### config.mk
export PLATFORM = sky130hd
export DESIGN_NAME = memoryGameTop
export DESIGN_NICKNAME = d
export VERILOG_FILES = /design/src/design/memoryGamePkg.sv /design/src/design/gameControl.sv /design/src/design/gameDatapath.sv /design/src/design/memoryGameTop.sv /design/src/design/playDecoder.sv
export SDC_FILE = /design/constraint.sdc
export NUM_CORES = 1
export LEC_CHECK = 0
export ABC_AREA = 1
export BUFFER_PORTS_ARGS = -buffer_cell sky130_fd_sc_hd__buf_2
export CAP_MARGIN = 15
export CELL_PAD_IN_SITES_DETAIL_PLACEMENT = 0
export CELL_PAD_IN_SITES_GLOBAL_PLACEMENT = 2
export CORE_MARGIN = 1
export CORE_UTILIZATION = 37
export DETAILED_ROUTE_END_ITERATION = 12
export PLACE_DENSITY_LB_ADDON = 0.1
export SLEW_MARGIN = 20
export SYNTH_ARGS = -nofsm -noshare
export SYNTH_HDL_FRONTEND = slang
export SYNTH_SLANG_ARGS = --single-unit
### constraint.sdc
create_clock -name clock -period 4.6 [get_ports clock]
set_input_delay 0.92 -clock clock [delete_from_list [all_inputs] [get_ports clock]]
set_output_delay 0.92 -clock clock [all_outputs]
set_load 0.02 [all_outputs]
### src/design/memoryGamePkg.sv
// Memory game shared definitions
package memoryGamePkg;

    // ------------------------------
    // Widths
    // ------------------------------
    typedef logic [3:0] colorT;
    typedef logic [3:0] addressT;
    typedef logic [5:0] timerT;
    typedef logic [2:0] tickT;

    // ------------------------------
    // Game constants
    // ------------------------------
    localparam int sequenceLength = 16;
    localparam int displayTicks   = 4;
    localparam int playLimit      = 40;
    localparam int shortRounds    = 8;
    localparam int longRounds     = 16;

    // Compare values at the counter widths
    localparam addressT lastAddress    = addressT'(sequenceLength - 1);
    localparam addressT lastShortRound = addressT'(shortRounds - 1);
    localparam addressT lastLongRound  = addressT'(longRounds - 1);
    localparam timerT   timerHalfLimit = timerT'(playLimit / 2 - 1);
    localparam timerT   timerFullLimit = timerT'(playLimit - 1);
    localparam tickT    displayLast    = tickT'(displayTicks);

    // One-hot colours, one per button and LED
    localparam colorT colorRed    = 4'b0001;
    localparam colorT colorGreen  = 4'b0010;
    localparam colorT colorBlue   = 4'b0100;
    localparam colorT colorYellow = 4'b1000;

    localparam colorT colorSequence [0:sequenceLength-1] = '{
        colorRed,    colorGreen,  colorBlue,   colorRed,
        colorYellow, colorGreen,  colorYellow, colorBlue,
        colorGreen,  colorRed,    colorBlue,   colorYellow,
        colorRed,    colorBlue,   colorGreen,  colorYellow
    };

    // ------------------------------
    // Control unit types
    // ------------------------------
    typedef enum logic [3:0] {
        idle       = 4'h0,
        setup      = 4'h1,
        roundStart = 4'h2,
        showLoad   = 4'h3,
        showWait   = 4'h4,
        showNext   = 4'h5,
        playStart  = 4'h6,
        playWait   = 4'h7,
        capture    = 4'h8,
        compare    = 4'h9,
        gameWon    = 4'hA,
        nextPlay   = 4'hB,
        nextRound  = 4'hC,
        gameLost   = 4'hE,
        timedOut   = 4'hF
    } gameStateT;

    typedef struct packed {
        logic clearAddress;
        logic countAddress;
        logic clearDisplay;
        logic countDisplay;
        logic clearRound;
        logic countRound;
        logic clearTimer;
        logic countTimer;
        logic storePlay;
        logic clearPlay;
        logic storeLevel;
        logic ledsOn;
    } controlT;

    typedef struct packed {
        logic addressEnd;
        logic displayEnd;
        logic roundEnd;
        logic roundHalf;
        logic timerEnd;
        logic timerHalf;
        logic addressIsRound;
        logic playCorrect;
        logic levelTime;
        logic levelPlays;
    } statusT;

endpackage

### src/design/gameControl.sv
// Memory game control unit
`timescale 1ns/1ns

module gameControl import memoryGamePkg::*; (
    input  logic      clock,
    input  logic      reset,
    input  logic      start,
    input  statusT    status,
    input  logic      playMade,
    output controlT   control,
    output logic      playerTurn,
    output logic      won,
    output logic      lost,
    output logic      timeout,
    output logic      ready,
    output gameStateT stateDebug
);

    gameStateT state;
    gameStateT nextState;
    logic      timeLimit;
    logic      lastRound;

    // Limits picked by the stored levels
    assign timeLimit = status.levelTime ? status.timerEnd : status.timerHalf;
    assign lastRound = status.levelPlays ? status.roundEnd : status.roundHalf;

    // ------------------------------
    // State register
    // ------------------------------
    always_ff @(posedge clock or posedge reset) begin
        if (reset) begin
            state <= idle;
        end else begin
            state <= nextState;
        end
    end

    // ------------------------------
    // Next state
    // ------------------------------
    always_comb begin
        nextState = state;
        case (state)
            idle: begin
                if (start) begin
                    nextState = setup;
                end
            end
            setup:      nextState = roundStart;
            roundStart: nextState = showLoad;
            showLoad:   nextState = showWait;
            showWait: begin
                if (status.displayEnd) begin
                    nextState = showNext;
                end
            end
            // Whole prefix shown once address reaches the round
            showNext: begin
                nextState = status.addressIsRound ? playStart : showLoad;
            end
            playStart:  nextState = playWait;
            playWait: begin
                if (timeLimit) begin
                    nextState = timedOut;
                end else if (playMade) begin
                    nextState = capture;
                end
            end
            capture:    nextState = compare;
            compare: begin
                if (!status.playCorrect) begin
                    nextState = gameLost;
                end else if (!status.addressIsRound) begin
                    nextState = nextPlay;
                end else if (lastRound) begin
                    nextState = gameWon;
                end else begin
                    nextState = nextRound;
                end
            end
            nextPlay:   nextState = playWait;
            nextRound:  nextState = roundStart;
            // End states wait for a new game
            gameWon, gameLost, timedOut: begin
                if (start) begin
                    nextState = setup;
                end
            end
            default:    nextState = idle;
        endcase
    end

    // ------------------------------
    // Moore outputs
    // ------------------------------
    always_comb begin
        control = '0;
        case (state)
            setup: begin
                control.clearRound = 1'b1;
                control.clearTimer = 1'b1;
                control.clearPlay  = 1'b1;
                control.storeLevel = 1'b1;
            end
            roundStart: control.clearAddress = 1'b1;
            showLoad:   control.clearDisplay = 1'b1;
            showWait: begin
                control.countDisplay = 1'b1;
                control.ledsOn       = 1'b1;
            end
            showNext:   control.countAddress = 1'b1;
            playStart: begin
                control.clearAddress = 1'b1;
                control.clearTimer   = 1'b1;
            end
            playWait:   control.countTimer = 1'b1;
            capture:    control.storePlay = 1'b1;
            nextPlay: begin
                control.countAddress = 1'b1;
                control.clearTimer   = 1'b1;
            end
            nextRound:  control.countRound = 1'b1;
            default:    control = '0;
        endcase
    end

    assign playerTurn = (state == playWait);
    assign won        = (state == gameWon);
    assign lost       = (state == gameLost);
    assign timeout    = (state == timedOut);
    assign ready      = won || lost || timeout;
    assign stateDebug = state;

    // ------------------------------
    // Checks
    // ------------------------------
    outcomeOneHot : assert property (
        @(posedge clock) disable iff (reset)
        $onehot0({won, lost, timeout})
    );

    // Address never runs past the round counter
    addressWithinRound : assert property (
        @(posedge clock) disable iff (reset)
        (state == compare && status.addressEnd) |-> status.addressIsRound
    );

endmodule

### src/design/gameDatapath.sv
// Memory game datapath
`timescale 1ns/1ns

module gameDatapath import memoryGamePkg::*; (
    input  logic    clock,
    input  logic    reset,
    input  controlT control,
    input  logic    playMade,
    input  colorT   playColor,
    input  logic    levelTime,
    input  logic    levelPlays,
    output statusT  status,
    output colorT   leds
);

    addressT address;
    addressT round;
    tickT    displayCount;
    timerT   timer;
    colorT   playRegister;
    logic    levelTimeReg;
    logic    levelPlaysReg;
    colorT   expectedColor;

    // ------------------------------
    // Counters
    // ------------------------------

    // Position in the sequence, shared by show and play
    always_ff @(posedge clock or posedge reset) begin
        if (reset) begin
            address <= '0;
        end else if (control.clearAddress) begin
            address <= '0;
        end else if (control.countAddress) begin
            address <= address + 1'b1;
        end
    end

    always_ff @(posedge clock or posedge reset) begin
        if (reset) begin
            round <= '0;
        end else if (control.clearRound) begin
            round <= '0;
        end else if (control.countRound) begin
            round <= round + 1'b1;
        end
    end

    // Cycles the current colour has been lit
    always_ff @(posedge clock or posedge reset) begin
        if (reset) begin
            displayCount <= '0;
        end else if (control.clearDisplay) begin
            displayCount <= '0;
        end else if (control.countDisplay) begin
            displayCount <= displayCount + 1'b1;
        end
    end

    // Play timer, restarted for every expected press
    always_ff @(posedge clock or posedge reset) begin
        if (reset) begin
            timer <= '0;
        end else if (control.clearTimer) begin
            timer <= '0;
        end else if (control.countTimer) begin
            timer <= timer + 1'b1;
        end
    end

    // ------------------------------
    // Registers
    // ------------------------------
    always_ff @(posedge clock) begin
        if (control.clearPlay) begin
            playRegister <= '0;
        end else if (control.storePlay) begin
            playRegister <= playColor;
        end
    end

    // Levels sampled once per game
    always_ff @(posedge clock or posedge reset) begin
        if (reset) begin
            levelTimeReg  <= 1'b0;
            levelPlaysReg <= 1'b0;
        end else if (control.storeLevel) begin
            levelTimeReg  <= levelTime;
            levelPlaysReg <= levelPlays;
        end
    end

    // ------------------------------
    // Lookup and status
    // ------------------------------
    assign expectedColor = colorSequence[address];

    assign status.addressEnd     = (address == lastAddress);
    assign status.displayEnd     = (displayCount == displayLast);
    assign status.roundEnd       = (round == lastLongRound);
    assign status.roundHalf      = (round == lastShortRound);
    assign status.timerEnd       = (timer == timerFullLimit);
    assign status.timerHalf      = (timer == timerHalfLimit);
    assign status.addressIsRound = (address == round);
    assign status.playCorrect    = (playRegister == expectedColor);
    assign status.levelTime      = levelTimeReg;
    assign status.levelPlays     = levelPlaysReg;

    // LEDs dark outside the show phase
    assign leds = control.ledsOn ? expectedColor : '0;

    // ------------------------------
    // Checks
    // ------------------------------
    timerStrobes : assert property (
        @(posedge clock) disable iff (reset)
        !(control.countTimer && control.clearTimer)
    );

    // The play register is only loaded right after a press strobe
    storeAfterPress : assert property (
        @(posedge clock) disable iff (reset)
        control.storePlay |-> $past(playMade)
    );

endmodule

### src/design/memoryGameTop.sv
// Memory game top level
`timescale 1ns/1ns

module memoryGameTop import memoryGamePkg::*; (
    input  logic      clock,
    input  logic      reset,
    input  logic      start,
    input  colorT     buttons,
    input  logic      levelTime,
    input  logic      levelPlays,
    output colorT     leds,
    output logic      playerTurn,
    output logic      won,
    output logic      lost,
    output logic      timeout,
    output logic      ready,
    output gameStateT stateDebug
);

    logic    playMade;
    colorT   playColor;
    controlT control;
    statusT  status;

    // Decode
    playDecoder u_decoder (
        .clock     (clock),
        .reset     (reset),
        .buttons   (buttons),
        .playMade  (playMade),
        .playColor (playColor)
    );

    // Execute
    gameDatapath u_datapath (
        .clock      (clock),
        .reset      (reset),
        .control    (control),
        .playMade   (playMade),
        .playColor  (playColor),
        .levelTime  (levelTime),
        .levelPlays (levelPlays),
        .status     (status),
        .leds       (leds)
    );

    // Result
    gameControl u_control (
        .clock      (clock),
        .reset      (reset),
        .start      (start),
        .status     (status),
        .playMade   (playMade),
        .control    (control),
        .playerTurn (playerTurn),
        .won        (won),
        .lost       (lost),
        .timeout    (timeout),
        .ready      (ready),
        .stateDebug (stateDebug)
    );

endmodule

### src/design/playDecoder.sv
// Button press decoder
`timescale 1ns/1ns

module playDecoder import memoryGamePkg::*; (
    input  logic  clock,
    input  logic  reset,
    input  colorT buttons,
    output logic  playMade,
    output colorT playColor
);

    colorT previousButtons;
    logic  pressStart;

    // New press only when every button was released before
    assign pressStart = (previousButtons == '0) && (buttons != '0);

    always_ff @(posedge clock or posedge reset) begin
        if (reset) begin
            previousButtons <= '0;
            playMade        <= 1'b0;
        end else begin
            previousButtons <= buttons;
            playMade        <= pressStart;
        end
    end

    // Colour held until the next press starts
    always_ff @(posedge clock) begin
        if (pressStart) begin
            playColor <= buttons;
        end
    end

    // ------------------------------
    // Checks
    // ------------------------------

    // A strobe always comes with a colour already in place
    playHasColor : assert property (
        @(posedge clock) disable iff (reset)
        playMade |-> (playColor != '0)
    );

endmodule

==> reports/results.ini <==
[die]
die_h_um = 78.18
fp-row-count = 27
fp.dieArea_um2 = 6111
coreArea_um2 = 5540
io_pins = 22
start_util_pct = 38.75
die_w_um = 78.18

[global_routing]
first_global_vias = 1729
grt_max_degree = 29
grt_first_pass_wirelength_um = 8369
grt_remaining_overflow = 0
grt_usage_pct = 17.70
antenna_found_initial = 0

[timing]
fmax_mhz = 360.7
fin_crit_sh_pct = 60.28
skew_ns = 0.006957
worstMarginPinSlew_ns = 0.4416
relSlewSlack_pct = 70.25
fin_ws_ns = 1.827
hold_viol = 0
setup_violations = 0
drv_slew = 0
tns_ns = 0
rsz0062_at_grt = false
post-route-min-period_ns = 2.773

[placed_design]
globalplace.congestion = 0.7971
dp_hpwl_um = 3683
place_area_um2 = 2327
pre_cts_slack_ns = 2.170
io_buffers = 21

[clock_tree]
cts_hold_buffers = 0
clock-sinks = 36
path_clk_slew_ns = 0.08
clockBufferDepth = 2
cts_root_buf = clkbuf_8
clk_latency_ns = 0.30
postCtsResizedCells = 0
ctsHtreeMaxLevel = 2
cts_tree = done
post_cts_buffers = 0
numCtsBuffers = 5

[critical_path]
start_kind = flip-flop
crit_fanout = 11
rrSetupSlack_ns = 2.40
crit_chain = inv_2, ha_1, o21ai_0, a21oi_1, buf_2
worstSetupPathType = flip-flop to output pin
r2r_start = u_datapath.address[2]
arrival_ns = 1.85
rr_endpoint = u_control.stateDebug[1]
cp-end-kind = output pin
path_delay_family = flip-flops
worst_r2r_path_depth = 10
max_stage_delay_ns = 0.57
critical_path_buf_inv_count = 2
cp_slowest_cell = dfrtp_1
required_ns = 3.68

[logic_synthesis]
ys_seq_area_share_pct = 41.96
ys_warn_count = 0
netlist_instances = 283
yosysTopAreaCell = dfrtp_1
avgSynthCellArea_um2 = 7.587
ys_types = 27
synth_area_um2 = 2147
syn_nets = 302
ys_seq_elements = 36
synth_top_area_share_pct = 32.63
ys_top_cells_by_area = dfrtp_1 (33%), nand2_1 (10%), inv_1 (7.0%), ha_1 (5.8%), nand3_1 (5.8%)

[cells_and_area]
layout-drive-gt1-share_pct = 16.13
area_growth_syn_to_layout_pct = 12.70
diodes = 0
nNetsFinal = 328
regArea_um2 = 900.9
multi_input_comb_area_um2 = 1031
fill_cells = 596
design_area_um2 = 2420

[power_and_ir_drop]
p_leak_nw = 1.182
powerDensity_nw_per_um2 = 563.7
worst_ir_drop_vdd_mv = 0.1860

[min_path]
hp-class = flip-flop to flip-flop
min_path_cells = 2
holdPathEnd = u_datapath.playRegister[3]
min-delay-start = u_datapath.playRegister[3]

[routing]
wl_met1_um = 2518
drtAntennaViolNets = 0
dr_wl_met3_um = 156
drc = 0
drt-vias-per-instance = 4.809
routedWlPerCell_um = 12.72
dr.pass1.iters = 4
vias = 1837
routed_wl_um = 4858
wl_met2_um = 2107
drtIter0Drc = 77
top_layer = met4

[job]
max-cap-violations = 0

[outcome]
status = finished clean

==> state kept, by name (all words and copies together) (netlist names), 3 cells and up <==
name,flops
u_control.stateDebug,4
u_datapath.address,4
u_datapath.displayCount,3
u_datapath.playRegister,4
u_datapath.round,4
u_datapath.timer,6
u_decoder.playColor,4
u_decoder.previousButtons,4
==> worst reg2reg max path: stages (launching register included) <==
cell and delay [ns]:
dfrtp_1 0.57, inv_2 0.17, ha_1 0.23, o21ai_0 0.31
nand2_1 0.09, nand2_1 0.07, nand2_1 0.05, nor2_1 0.19
nand2_1 0.07, o21ai_0 0.20, o211ai_1 0.12
==> cells in the final DEF (no fill, tap or decap), drive strengths merged <==
cell / synthesis / final
a21oi: 18 / 18
clkbuf: 0 / 5
o22ai: 7 / 7
a31oi: 1 / 1
a221oi: 1 / 1
nand4: 2 / 2
clkinv: 0 / 1
nor2: 35 / 35
o41a: 1 / 1
edfxtp: 4 / 4
buf: 3 / 22
o21ai: 18 / 18
o211ai: 1 / 1
dfrtp: 28 / 28
ha: 10 / 10
inv: 50 / 50
nor3: 9 / 9
dfxtp: 4 / 4
xor2: 6 / 6
nand2: 59 / 59
nand3: 25 / 25
nor4: 1 / 1
clkinvlp: 0 / 2
==> per-stage QoR <==
stage	utilization, %	power, W	hold slack, ns	instances
finish	43.68	0.001364	0.4729	382
global route	43.68	0.001502	0.5125	382
CTS	43.68	0.001378	0.4747	382
detailed placement	42.01	0.001135	0.4618	374
global placement	42.01	0.001143	0.4661	374
floorplan	-	0.0009697	0.4440	283
==> per-layer routing <==
metal / up-vias / track usage, %
li1: 968 / -
met1: 830 / 25.60
met2: 31 / 26.58
met3: 8 / 3.256
met4: 0 / 5.556
met5: - / 0
==> Yosys cell counts <==
library cell,instances
nand4_1,2
nor2_8,1
o21ai_0,17
nor4_1,1
o21ai_1,1
xor2_1,6
nor2_1,27
dfxtp_1,4
nand3_1,25
inv_4,2
nor3_1,9
o211ai_1,1
edfxtp_1,4
o22ai_1,7
nand2_1,57
nor2_2,4
nor2_4,3
a221oi_1,1
o41a_1,1
ha_1,10
inv_1,40
inv_2,8
a31oi_1,1
buf_4,3
dfrtp_1,28
nand2_2,2
a21oi_1,18
==> cell families (layout without fill, tap and decap cells) <==
group / count (synthesis) / after routing / share of synthesized area, %
adders and majority gates: 10 / 10 / 5.828
DFF: 36 / 36 / 41.96
and+or+nand+nor: 131 / 131 / 27.74
buffers and inverters: 53 / 80 / 10.02
xor gates and xnor gates: 6 / 6 / 2.448
AOI/OAI and AO/OA: 47 / 47 / 12.00
==> report_power, final <==
group	total (W)	switching (W)	internal, W
Combinational	0.000655	0.000444	0.000211
Clock	0.000238	0.000131	0.000107
Sequential	0.000471	0.0000753	0.000395
==> cell type report <==
type	instances	share of cell area, %
clock inverters	3	0.9824
well taps	72	3.723
repair buffers	22	4.654
flip-flops and latches	36	37.23
inverters	50	7.963
multi-input cells	194	42.61
clock buffers	5	2.844
==> worst max-delay path by stage <==
stage,from,end,slack (ns),cells past startpoint
after floorplan,u_control.stateDebug[3],leds[0],2.33,6
after global placement,u_datapath.address[2],leds[3],2.21,5
after detailed placement,u_datapath.address[2],leds[3],2.17,5
after CTS,u_datapath.address[2],leds[3],1.82,5
after global routing,u_datapath.address[2],leds[3],1.70,5
final,u_datapath.address[2],leds[3],1.83,5
Note: power is estimated with default switching activity, not from simulation.
